File: config.mk
export PLATFORM = sky130hd
export DESIGN_NAME = crdt_intf_top
export DESIGN_NICKNAME = d
export VERILOG_FILES = /design/src/common/crdt_pkg.sv /design/src/rx_credit/rx_credit_fsm.sv /design/src/rx_credit/rx_credit_return.sv /design/src/tx_credit/tx_consume_calc.sv /design/src/tx_credit/tx_credit_channel.sv /design/src/tx_credit/tx_ready_gen.sv /design/src/verilog/crdt_intf_top.sv
export SDC_FILE = /design/constraint.sdc
export NUM_CORES = 1
export LEC_CHECK = 0
export ABC_AREA = 1
export BUFFER_PORTS_ARGS = -buffer_cell sky130_fd_sc_hd__buf_2
export CAP_MARGIN = 20
export CORE_UTILIZATION = 30
export CTS_BUF_LIST = sky130_fd_sc_hd__clkbuf_16
export DETAILED_ROUTE_END_ITERATION = 7
export GPL_TIMING_DRIVEN = 0
export PLACE_DENSITY_LB_ADDON = 0.05
export SLEW_MARGIN = 10
export SYNTH_ARGS = -nofsm -noshare
export SYNTH_HDL_FRONTEND = slang
export SYNTH_HIERARCHICAL = 1
export SYNTH_SLANG_ARGS = --single-unit
File: constraint.sdc
create_clock -name clk -period 4.85 [get_ports clk]
set_input_delay 0.2425 -clock clk [delete_from_list [all_inputs] [get_ports clk]]
set_output_delay 0.2425 -clock clk [all_outputs]
set_load 0.02 [all_outputs]
File: src/common/crdt_pkg.sv
package crdt_pkg;

    // ----------------------------------------
    // sizes of the credit interface
    // ----------------------------------------
    localparam int num_classes  = 3;    // P, NP, CPL
    localparam int num_channels = 6;    // header channels first, then data channels

    localparam int len_w      = 10;     // request length in DW
    localparam int hdr_cnt_w  = 2;
    localparam int data_cnt_w = 4;
    localparam int ctr_w      = 16;
    localparam int init_ctr_w = 8;

    localparam int dw_per_credit_log2 = 2;  // 4 DW per data credit

    typedef logic [ctr_w-1:0] ctr_t;

    // per-cycle return limits, sized to the counters they are compared with
    localparam ctr_t max_hdr_ret   = ctr_t'(3);
    localparam ctr_t max_data_ret  = ctr_t'(15);
    localparam ctr_t low_watermark = ctr_t'(3);

    // value doubles as the bit index in the per-class vectors
    typedef enum logic [1:0] {
        P   = 2'd0,
        NP  = 2'd1,
        CPL = 2'd2
    } crdt_class_e;

    typedef enum logic [1:0] {
        RX_INIT     = 2'd0,
        RX_INIT_RET = 2'd1,
        IDLE        = 2'd2,
        TX_INIT_CAP = 2'd3
    } rx_state_e;

    // length in DW to data credits, rounded up
    function automatic ctr_t len_to_credits(input logic [len_w-1:0] len_dw);
        ctr_t whole;
        whole = ctr_t'(len_dw >> dw_per_credit_log2);
        return whole + ctr_t'(|len_dw[dw_per_credit_log2-1:0]);
    endfunction

endpackage

File: src/rx_credit/rx_credit_fsm.sv
`timescale 1ns/100ps

module rx_credit_fsm (
    input  logic                clk,
    input  logic                srst_reg,
    input  logic                rx_ready_i,
    input  logic                all_empty_i,
    input  logic                tx_init_any_i,
    output crdt_pkg::rx_state_e rx_state_o
);

    crdt_pkg::rx_state_e state_q;
    crdt_pkg::rx_state_e state_d;

    always_comb begin
        state_d = state_q;
        case (state_q)
            crdt_pkg::RX_INIT: begin
                state_d = crdt_pkg::RX_INIT_RET;       // single cycle
            end
            crdt_pkg::RX_INIT_RET: begin
                // init amounts only drain after every ack, so this waits for all six
                if (all_empty_i && rx_ready_i) begin
                    state_d = crdt_pkg::IDLE;
                end
            end
            crdt_pkg::IDLE: begin
                if (tx_init_any_i) begin
                    state_d = crdt_pkg::TX_INIT_CAP;
                end
            end
            crdt_pkg::TX_INIT_CAP: begin
                if (!tx_init_any_i) begin
                    state_d = crdt_pkg::IDLE;   // transmit init level dropped
                end
            end
            default: begin
                state_d = crdt_pkg::IDLE;
            end
        endcase
    end

    always_ff @(posedge clk or posedge srst_reg) begin
        if (srst_reg) begin
            state_q <= crdt_pkg::RX_INIT;
        end else begin
            state_q <= state_d;
        end
    end

    assign rx_state_o = state_q;

endmodule

File: src/rx_credit/rx_credit_return.sv
`timescale 1ns/100ps

module rx_credit_return #(
    parameter logic [crdt_pkg::init_ctr_w-1:0] init_rx_p_data   = 8'd85,
    parameter logic [crdt_pkg::init_ctr_w-1:0] init_rx_np_data  = 8'd85,
    parameter logic [crdt_pkg::init_ctr_w-1:0] init_rx_cpl_data = 8'd85,
    parameter logic [crdt_pkg::init_ctr_w-1:0] init_rx_p_hdr    = 8'd11,
    parameter logic [crdt_pkg::init_ctr_w-1:0] init_rx_np_hdr   = 8'd11,
    parameter logic [crdt_pkg::init_ctr_w-1:0] init_rx_cpl_hdr  = 8'd10
) (
    input  logic                                                 clk,
    input  logic                                                 srst_reg,
    input  crdt_pkg::rx_state_e                                  rx_state_i,
    input  logic [crdt_pkg::num_classes-1:0]                     rx_hcrdt_init_ack_i,
    input  logic [crdt_pkg::num_classes-1:0]                     rx_dcrdt_init_ack_i,
    input  logic                                                 hdr_valid_i,
    input  logic                                                 hdr_is_rd_i,
    input  logic                                                 hdr_is_wr_i,
    input  logic [crdt_pkg::len_w-1:0]                           hdr_len_i,
    output logic [crdt_pkg::num_classes-1:0]                     rx_hcrdt_init_o,
    output logic [crdt_pkg::num_classes-1:0]                     rx_dcrdt_init_o,
    output logic [crdt_pkg::num_classes-1:0]                     rx_hcrdt_update_o,
    output logic [crdt_pkg::num_classes*crdt_pkg::hdr_cnt_w-1:0] rx_hcrdt_update_cnt_o,
    output logic [crdt_pkg::num_classes-1:0]                     rx_dcrdt_update_o,
    output logic [crdt_pkg::num_classes*crdt_pkg::data_cnt_w-1:0] rx_dcrdt_update_cnt_o,
    output logic                                                 all_empty_o
);

    localparam int nc = crdt_pkg::num_classes;
    localparam int hw = crdt_pkg::hdr_cnt_w;
    localparam int dw = crdt_pkg::data_cnt_w;

    localparam logic [crdt_pkg::init_ctr_w-1:0] hdr_init_val [nc] =
        '{init_rx_p_hdr, init_rx_np_hdr, init_rx_cpl_hdr};
    localparam logic [crdt_pkg::init_ctr_w-1:0] data_init_val [nc] =
        '{init_rx_p_data, init_rx_np_data, init_rx_cpl_data};

    logic [crdt_pkg::init_ctr_w-1:0] hdr_init_amt [nc];    // cleared once acked
    logic [crdt_pkg::init_ctr_w-1:0] data_init_amt [nc];
    crdt_pkg::ctr_t hdr_ctr [nc];
    crdt_pkg::ctr_t data_ctr [nc];
    crdt_pkg::ctr_t hdr_add [nc];
    crdt_pkg::ctr_t data_add [nc];
    crdt_pkg::ctr_t hdr_chunk [nc];
    crdt_pkg::ctr_t data_chunk [nc];
    logic           init_ret;
    logic           hdr_valid_q;
    logic           hdr_is_rd_q;
    logic           hdr_is_wr_q;
    crdt_pkg::ctr_t len_credits_q;

    assign init_ret        = (rx_state_i == crdt_pkg::RX_INIT_RET);
    assign rx_hcrdt_init_o = {nc{init_ret}};
    assign rx_dcrdt_init_o = {nc{init_ret}};

    // ----------------------------------------
    // credits to add and chunk to drain
    // ----------------------------------------
    always_comb begin
        for (int c = 0; c < nc; c++) begin
            hdr_add[c]  = (init_ret && rx_hcrdt_init_ack_i[c]) ?
                          crdt_pkg::ctr_t'(hdr_init_amt[c]) : '0;
            data_add[c] = (init_ret && rx_dcrdt_init_ack_i[c]) ?
                          crdt_pkg::ctr_t'(data_init_amt[c]) : '0;
            hdr_chunk[c]  = (hdr_ctr[c] > crdt_pkg::max_hdr_ret) ?
                            crdt_pkg::max_hdr_ret : hdr_ctr[c];
            data_chunk[c] = (data_ctr[c] > crdt_pkg::max_data_ret) ?
                            crdt_pkg::max_data_ret : data_ctr[c];
        end
        if (hdr_valid_q) begin
            // read gives back one NP header, write one P header plus its payload
            hdr_add[crdt_pkg::NP] = hdr_add[crdt_pkg::NP] + crdt_pkg::ctr_t'(hdr_is_rd_q);
            hdr_add[crdt_pkg::P]  = hdr_add[crdt_pkg::P] + crdt_pkg::ctr_t'(hdr_is_wr_q);
            if (hdr_is_wr_q) begin
                data_add[crdt_pkg::P] = data_add[crdt_pkg::P] + len_credits_q;
            end
        end
    end

    always_comb begin
        all_empty_o = 1'b1;
        for (int c = 0; c < nc; c++) begin
            if (hdr_ctr[c] != '0 || data_ctr[c] != '0 ||
                hdr_init_amt[c] != '0 || data_init_amt[c] != '0) begin
                all_empty_o = 1'b0;
            end
        end
    end

    // ----------------------------------------
    // counters and update outputs
    // ----------------------------------------
    always_ff @(posedge clk or posedge srst_reg) begin
        if (srst_reg) begin
            for (int c = 0; c < nc; c++) begin
                hdr_ctr[c]       <= '0;
                data_ctr[c]      <= '0;
                hdr_init_amt[c]  <= hdr_init_val[c];
                data_init_amt[c] <= data_init_val[c];
            end
            rx_hcrdt_update_o     <= '0;
            rx_hcrdt_update_cnt_o <= '0;
            rx_dcrdt_update_o     <= '0;
            rx_dcrdt_update_cnt_o <= '0;
            hdr_valid_q           <= 1'b0;
            hdr_is_rd_q           <= 1'b0;
            hdr_is_wr_q           <= 1'b0;
            len_credits_q         <= '0;
        end else begin
            hdr_valid_q   <= hdr_valid_i;
            hdr_is_rd_q   <= hdr_is_rd_i;
            hdr_is_wr_q   <= hdr_is_wr_i;
            len_credits_q <= crdt_pkg::len_to_credits(hdr_len_i);
            for (int c = 0; c < nc; c++) begin
                hdr_ctr[c]  <= hdr_ctr[c] - hdr_chunk[c] + hdr_add[c];
                data_ctr[c] <= data_ctr[c] - data_chunk[c] + data_add[c];
                if (init_ret && rx_hcrdt_init_ack_i[c]) begin
                    hdr_init_amt[c] <= '0;
                end
                if (init_ret && rx_dcrdt_init_ack_i[c]) begin
                    data_init_amt[c] <= '0;
                end
                rx_hcrdt_update_o[c] <= (hdr_chunk[c] != '0);
                rx_dcrdt_update_o[c] <= (data_chunk[c] != '0);
                rx_hcrdt_update_cnt_o[c*hw +: hw] <= hdr_chunk[c][hw-1:0];
                rx_dcrdt_update_cnt_o[c*dw +: dw] <= data_chunk[c][dw-1:0];
            end
        end
    end

endmodule

File: src/tx_credit/tx_consume_calc.sv
`timescale 1ns/100ps

module tx_consume_calc (
    input  logic                                       clk,
    input  logic                                       srst_reg,
    input  logic                                       tx_hdr_valid_i,
    input  logic [crdt_pkg::len_w-1:0]                 tx_hdr_len_i,
    output crdt_pkg::ctr_t [crdt_pkg::num_channels-1:0] consume_o
);

    // header channels come first, so the CPL data channel sits one class block up
    localparam int cpl_hdr_ch  = int'(crdt_pkg::CPL);
    localparam int cpl_data_ch = crdt_pkg::num_classes + cpl_hdr_ch;

    logic           tx_hdr_valid_q;
    crdt_pkg::ctr_t cpl_credits_q;

    always_ff @(posedge clk or posedge srst_reg) begin
        if (srst_reg) begin
            tx_hdr_valid_q <= 1'b0;
            cpl_credits_q  <= '0;
        end else begin
            tx_hdr_valid_q <= tx_hdr_valid_i;
            cpl_credits_q  <= crdt_pkg::len_to_credits(tx_hdr_len_i);
        end
    end

    always_comb begin
        consume_o = '0;
        if (tx_hdr_valid_q) begin
            consume_o[cpl_hdr_ch]  = crdt_pkg::ctr_t'(1);  // one header per completion
            consume_o[cpl_data_ch] = cpl_credits_q;
        end
    end

endmodule

File: src/tx_credit/tx_credit_channel.sv
`timescale 1ns/100ps

module tx_credit_channel (
    input  logic                           clk,
    input  logic                           srst_reg,
    input  logic                           update_i,
    input  logic [crdt_pkg::data_cnt_w-1:0] update_cnt_i,
    input  logic                           init_i,
    input  crdt_pkg::ctr_t                 consume_i,
    output logic                           init_ack_o,
    output logic                           credit_low_o
);

    crdt_pkg::ctr_t credit_ctr;
    crdt_pkg::ctr_t grant;
    logic           infinite_q;
    logic           init_q;         // init level as sampled
    logic           init_seen_q;    // init_q one cycle later, for the rising edge

    assign grant = update_i ? crdt_pkg::ctr_t'(update_cnt_i) : '0;

    always_ff @(posedge clk or posedge srst_reg) begin
        if (srst_reg) begin
            credit_ctr  <= '0;
            infinite_q  <= 1'b0;
            init_q      <= 1'b0;
            init_seen_q <= 1'b0;
            init_ack_o  <= 1'b0;
        end else begin
            credit_ctr <= credit_ctr + grant - consume_i;  // grant and consume may coincide
            // zero count during init advertises unlimited credits
            if (update_i && init_i && update_cnt_i == '0) begin
                infinite_q <= 1'b1;
            end
            init_q      <= init_i;
            init_seen_q <= init_q;
            init_ack_o  <= init_q && !init_seen_q;  // one pulse per init level
        end
    end

    assign credit_low_o = (credit_ctr < crdt_pkg::low_watermark) && !infinite_q;

endmodule

File: src/tx_credit/tx_ready_gen.sv
`timescale 1ns/100ps

module tx_ready_gen (
    input  logic                             clk,
    input  logic                             srst_reg,
    input  logic [crdt_pkg::num_channels-1:0] credit_low_i,
    input  logic                             pio_tx_ready_i,
    output logic                             tx_ready_o
);

    // any low channel back-pressures the transmit side
    always_ff @(posedge clk or posedge srst_reg) begin
        if (srst_reg) begin
            tx_ready_o <= 1'b0;
        end else if (|credit_low_i) begin
            tx_ready_o <= 1'b0;
        end else begin
            tx_ready_o <= pio_tx_ready_i;
        end
    end

endmodule

File: src/verilog/crdt_intf_top.sv
`timescale 1ns/100ps

module crdt_intf_top #(
    parameter logic [crdt_pkg::init_ctr_w-1:0] init_rx_p_data   = 8'd85,
    parameter logic [crdt_pkg::init_ctr_w-1:0] init_rx_np_data  = 8'd85,
    parameter logic [crdt_pkg::init_ctr_w-1:0] init_rx_cpl_data = 8'd85,
    parameter logic [crdt_pkg::init_ctr_w-1:0] init_rx_p_hdr    = 8'd11,
    parameter logic [crdt_pkg::init_ctr_w-1:0] init_rx_np_hdr   = 8'd11,
    parameter logic [crdt_pkg::init_ctr_w-1:0] init_rx_cpl_hdr  = 8'd10
) (
    input  logic        clk,
    input  logic        srst_reg,

    // receive credit init and return
    output logic [2:0]  rx_hcrdt_init_o,
    output logic [2:0]  rx_dcrdt_init_o,
    input  logic [2:0]  rx_hcrdt_init_ack_i,
    input  logic [2:0]  rx_dcrdt_init_ack_i,
    output logic [2:0]  rx_hcrdt_update_o,
    output logic [5:0]  rx_hcrdt_update_cnt_o,
    output logic [2:0]  rx_dcrdt_update_o,
    output logic [11:0] rx_dcrdt_update_cnt_o,

    // accepted request headers
    input  logic        hdr_valid_i,
    input  logic        hdr_is_rd_i,
    input  logic        hdr_is_wr_i,
    input  logic [9:0]  hdr_len_i,
    input  logic        rx_ready_i,

    // transmit credit grants
    input  logic [2:0]  tx_hcrdt_update_i,
    input  logic [5:0]  tx_hcrdt_update_cnt_i,
    input  logic [2:0]  tx_dcrdt_update_i,
    input  logic [11:0] tx_dcrdt_update_cnt_i,
    input  logic [2:0]  tx_hcrdt_init_i,
    input  logic [2:0]  tx_dcrdt_init_i,
    output logic [2:0]  tx_hcrdt_init_ack_o,
    output logic [2:0]  tx_dcrdt_init_ack_o,

    // sent completions
    input  logic        tx_hdr_valid_i,
    input  logic [9:0]  tx_hdr_len_i,
    input  logic        pio_tx_ready_i,
    output logic        tx_ready_o
);

    localparam int nc = crdt_pkg::num_classes;
    localparam int nch = crdt_pkg::num_channels;
    localparam int hw = crdt_pkg::hdr_cnt_w;
    localparam int dw = crdt_pkg::data_cnt_w;

    crdt_pkg::rx_state_e        rx_state;
    logic                       all_empty;
    crdt_pkg::ctr_t [nch-1:0]   consume;
    logic [nch-1:0]             chan_update;
    logic [nch-1:0]             chan_init;
    logic [nch-1:0]             chan_ack;
    logic [nch-1:0]             chan_low;
    logic [nch-1:0][dw-1:0]     chan_cnt;

    // channel order is P, NP, CPL headers then P, NP, CPL data
    assign chan_update         = {tx_dcrdt_update_i, tx_hcrdt_update_i};
    assign chan_init           = {tx_dcrdt_init_i, tx_hcrdt_init_i};
    assign tx_hcrdt_init_ack_o = chan_ack[nc-1:0];
    assign tx_dcrdt_init_ack_o = chan_ack[nch-1:nc];

    rx_credit_fsm i_rx_fsm (
        .clk           (clk),
        .srst_reg      (srst_reg),
        .rx_ready_i    (rx_ready_i),
        .all_empty_i   (all_empty),
        .tx_init_any_i (|chan_init),
        .rx_state_o    (rx_state)
    );

    rx_credit_return #(
        .init_rx_p_data   (init_rx_p_data),
        .init_rx_np_data  (init_rx_np_data),
        .init_rx_cpl_data (init_rx_cpl_data),
        .init_rx_p_hdr    (init_rx_p_hdr),
        .init_rx_np_hdr   (init_rx_np_hdr),
        .init_rx_cpl_hdr  (init_rx_cpl_hdr)
    ) i_rx_return (
        .clk                   (clk),
        .srst_reg              (srst_reg),
        .rx_state_i            (rx_state),
        .rx_hcrdt_init_ack_i   (rx_hcrdt_init_ack_i),
        .rx_dcrdt_init_ack_i   (rx_dcrdt_init_ack_i),
        .hdr_valid_i           (hdr_valid_i),
        .hdr_is_rd_i           (hdr_is_rd_i),
        .hdr_is_wr_i           (hdr_is_wr_i),
        .hdr_len_i             (hdr_len_i),
        .rx_hcrdt_init_o       (rx_hcrdt_init_o),
        .rx_dcrdt_init_o       (rx_dcrdt_init_o),
        .rx_hcrdt_update_o     (rx_hcrdt_update_o),
        .rx_hcrdt_update_cnt_o (rx_hcrdt_update_cnt_o),
        .rx_dcrdt_update_o     (rx_dcrdt_update_o),
        .rx_dcrdt_update_cnt_o (rx_dcrdt_update_cnt_o),
        .all_empty_o           (all_empty)
    );

    tx_consume_calc i_consume (
        .clk            (clk),
        .srst_reg       (srst_reg),
        .tx_hdr_valid_i (tx_hdr_valid_i),
        .tx_hdr_len_i   (tx_hdr_len_i),
        .consume_o      (consume)
    );

    for (genvar ch = 0; ch < nch; ch++) begin : g_chan
        if (ch < nc) begin : g_hdr
            assign chan_cnt[ch] = {{(dw-hw){1'b0}}, tx_hcrdt_update_cnt_i[ch*hw +: hw]};
        end else begin : g_data
            assign chan_cnt[ch] = tx_dcrdt_update_cnt_i[(ch-nc)*dw +: dw];
        end

        tx_credit_channel i_chan (
            .clk          (clk),
            .srst_reg     (srst_reg),
            .update_i     (chan_update[ch]),
            .update_cnt_i (chan_cnt[ch]),
            .init_i       (chan_init[ch]),
            .consume_i    (consume[ch]),
            .init_ack_o   (chan_ack[ch]),
            .credit_low_o (chan_low[ch])
        );
    end

    tx_ready_gen i_ready (
        .clk            (clk),
        .srst_reg       (srst_reg),
        .credit_low_i   (chan_low),
        .pio_tx_ready_i (pio_tx_ready_i),
        .tx_ready_o     (tx_ready_o)
    );

endmodule
==> results.sh <==
export IMPL_synthTopCellsByArea="dfrtp_1 28%, nand2_1 17%, ha_1 15%, inv_1 12%, nor2_1 3.9%"
export IMPL_via_per_inst=3.972
export IMPL_r2r_end="i_rx_return/data_ctr[46]$_DFF_PP0_"
export IMPL_yosysTopAreaCell="dfrtp_1"
export IMPL_maxSlewViolCount=0
export IMPL_rsz0062_at_grt="false"
export IMPL_cp_start_kind="flop"
export IMPL_grt_overflow_total=0
export IMPL_whs_endpoint="i_rx_fsm/rx_state_o[1]$_DFFE_PP0P_"
export IMPL_synth_ff_type="dfrtp_1"
export IMPL_grt_util_met3_pct=2.247
export IMPL_fin_setup_tns_ns=0
export IMPL_ys_seq_area_share_pct=28.78
export IMPL_cp_required_ns=5.32
export IMPL_io_pins=101
export IMPL_ir_drop_v=0.0002605
export IMPL_final_util_pct=35.93
export IMPL_antenna_left=0
export IMPL_die_h_um=282.4
export IMPL_die_w_um=282.4
export IMPL_dr_total_vias=19078
export IMPL_fin_nets=4116
export IMPL_core_area_sq_um=77590
export IMPL_first_iter_violations=707
export IMPL_r2r_slack_ns=0.93
export IMPL_synth_edf_count=0
export IMPL_grt_pass1_wl_mm=91.47
export IMPL_cts_num_sinks=271
export IMPL_wl_per_cell_um=11.23
export IMPL_r2r_start="i_rx_fsm/rx_state_o[1]$_DFFE_PP0P_"
export IMPL_clock_root_buffer="clkbuf_16"
export IMPL_min_path_cells=3
export IMPL_final_cell_mix="1083 x nand2_1, 767 x inv_1, 292 x ha_1"
export IMPL_fillers=8649
export IMPL_htree_levels=2
export IMPL_clk_pin_slew_ns=0.07
export IMPL_avgSynthCellArea_sq_um=6.873
export IMPL_critical_path_endpoint_type="flop"
export IMPL_clkLatencyLatePin_ns=0.57
export IMPL_grt_busiest_layer="met2"
export IMPL_min_delay_start="rx_ready_i"
export IMPL_outcome="complete, no violations"
export IMPL_worstPathArrival_ns=4.39
export IMPL_pre_cts_ws_ns=0.8284
export IMPL_fin_skew_ns=0.02018
export IMPL_synth_top_area_share_pct=28.11
export IMPL_fin_cells=4803
export IMPL_synth_seq_cells=271
export IMPL_ctsResizeCount=0
export IMPL_rr_worst_depth=20
export IMPL_dieArea_sq_um=79750
export IMPL_syn_to_final_growth_pct=18.18
export IMPL_fin_crit_sh_pct=80.82
export IMPL_syn_inst=3432
export IMPL_rows=102
export IMPL_dr_pass1_iters=5
export IMPL_route_detailed_drc=0
export IMPL_final_common_cell="nand2_1"
export IMPL_portBuffers=100
export IMPL_grt_pass1_vias=18974
export IMPL_yosysUniqueCellTypes=37
export IMPL_dp_hpwl_mm=43.22
export IMPL_yosys_warnings=6
export IMPL_startpoint="i_rx_fsm/rx_state_o[1]$_DFFE_PP0P_"
export IMPL_gp_congestion=0.7818
export IMPL_relSlewSlack_pct=40.23
export IMPL_tritoncts="yes"
export IMPL_tightest_slew_ns=0.8955
export IMPL_hold_path_class="in2reg"
export IMPL_powerDensity_nw_per_um2=663.3
export IMPL_start_util_pct=30.40
export IMPL_syn_area_sq_um=23590
export IMPL_routed_wirelength_mm=53.95
export IMPL_max_freq_mhz=255.1
export IMPL_cap_viol_max_count=0
export IMPL_async_reset_ff_share_pct=100.0
export IMPL_cts_buffers=42
export IMPL_finalSetupViolCount=0
export IMPL_cts_buffer_depth=3
export IMPL_p_leak_uw=0.01616
export IMPL_final_min_clock_period_ns=3.920
export IMPL_grt_antenna_before_repair=0
export IMPL_place_inst=4672
export IMPL_use_met1_pct=18.96
export IMPL_fin_ws_ns=0.9300
export IMPL_placed_area_sq_um=25800
export IMPL_finalHoldViolations=0
export IMPL_n_antenna_cell=0
export IMPL_grtUsageMet2_pct=23.62
export IMPL_final_area_sq_um=27880
export IMPL_drive_above_1_share_pct=10.44
export IMPL_grt_max_degree=76
export IMPL_setup_worst_path_class="reg2reg"
export IMPL_track_usage_pct=14.07
export IMPL_crit_fanout=14
synthesized netlist by cell type, types with 24 or more instances:
library cell  instances
nand2_1            1083
inv_1               767
ha_1                292
dfrtp_1             265
nor2_1              243
nand3_1             152
a21oi_1             100
buf_4                93
xor2_1               73
clkbuf_1             59
nand2_2              39
nand4_1              37
fa_1                 30
xnor2_1              29
nor3_1               24
repair_timing:
item                                   4_1_cts  5_1_grt
setup buffers                                0        0
endpoints found under the hold margin       71        0
hold buffers                                54        0
cells by family (layout without fill, tap and decap cells):
family | after synthesis | after routing | synth area share [%]
and+or+nand+nor | 1685 | 1685 | 30.41
xor gates and xnor gates | 102 | 102 | 3.787
AOI/OAI and AO/OA | 119 | 119 | 2.657
buffers and inverters | 930 | 1162 | 16.28
adders and majority gates | 322 | 322 | 18.04
DFF | 271 | 271 | 28.78
other | 3 | 102 | 0.04774
through the flow:
| step | total power, uW | hold slack (ns) |
|---|---|---|
| floorplan | 12760 | -0.02879 |
| global placement | 15360 | 0.3389 |
| detailed placement | 15290 | 0.3532 |
| CTS | 18930 | 0.06365 |
| global route | 20930 | 0.1056 |
| finish | 18490 | 0.1290 |
critical path, cell delays in order, from the launching register on:
cell	delay [ns]
dfrtp_1	0.41
nor2_4	0.41
nand3_1	0.26
inv_1	0.22
ha_1	0.22
ha_1	0.17
nand2_1	0.08
a21boi_2	0.21
xnor2_1	0.15
o21ai_0	0.12
ha_1	0.21
or2_2	0.27
ha_1	0.33
nand2_1	0.11
inv_1	0.06
a21oi_1	0.13
nand2_1	0.14
nand2_1	0.13
nand2_1	0.06
nand2_1	0.06
nand2_1	0.04
power by group:
group          switching [uW]  total (uW)  internal (uW)
clock                    1220        3380           2160
combinational            7120       11500           4340
sequential                444        3650           3200
layer usage:
metal  up-vias  share of wire [%]
li1      10697                  -
met1      8194                 50
met3        53                3.1
met4         0                1.4
met5         -                  0
met2       134                 45
layout make-up:
cell class | count | area, sq um | area share (%)
multi-input combinational | 2330 | 13330 | 47.81
sequential | 271 | 6789 | 24.35
inverter | 777 | 2924 | 10.49
tap | 1040 | 1301 | 4.668
clock buffer | 45 | 1126 | 4.040
timing repair buffer | 155 | 1069 | 3.833
buffer | 153 | 924.6 | 3.317
clock inverter | 32 | 414.1 | 1.486
flip-flops by register name, indices dropped and copies added (netlist names), 9 cells and up:
name / cells
i_rx_return/hdr_ctr: 48
i_rx_return/len_credits_q: 9
i_rx_return/rx_dcrdt_update_cnt_o: 12
i_consume/cpl_credits_q: 9
i_rx_return/data_ctr: 48
g_chan.i_chan/credit_ctr: 96
how the worst max path moves through the flow:
stage | to | cells after the start | slack [ns]
after global routing | i_rx_return/data_ctr[47]$_DFF_PP0_ | 20 | 0.47
after CTS | i_rx_return/data_ctr[46]$_DFF_PP0_ | 19 | 0.82
final | i_rx_return/data_ctr[46]$_DFF_PP0_ | 20 | 0.93
after global placement | i_rx_return/data_ctr[36]$_DFF_PP0_ | 2 | -1.78
after floorplan | i_rx_return/data_ctr[0]$_DFF_PP0_ | 1 | 0.92
after detailed placement | i_rx_return/data_ctr[46]$_DFF_PP0_ | 19 | 0.83
No activity file was read; power rests on OpenSTA's default activity.
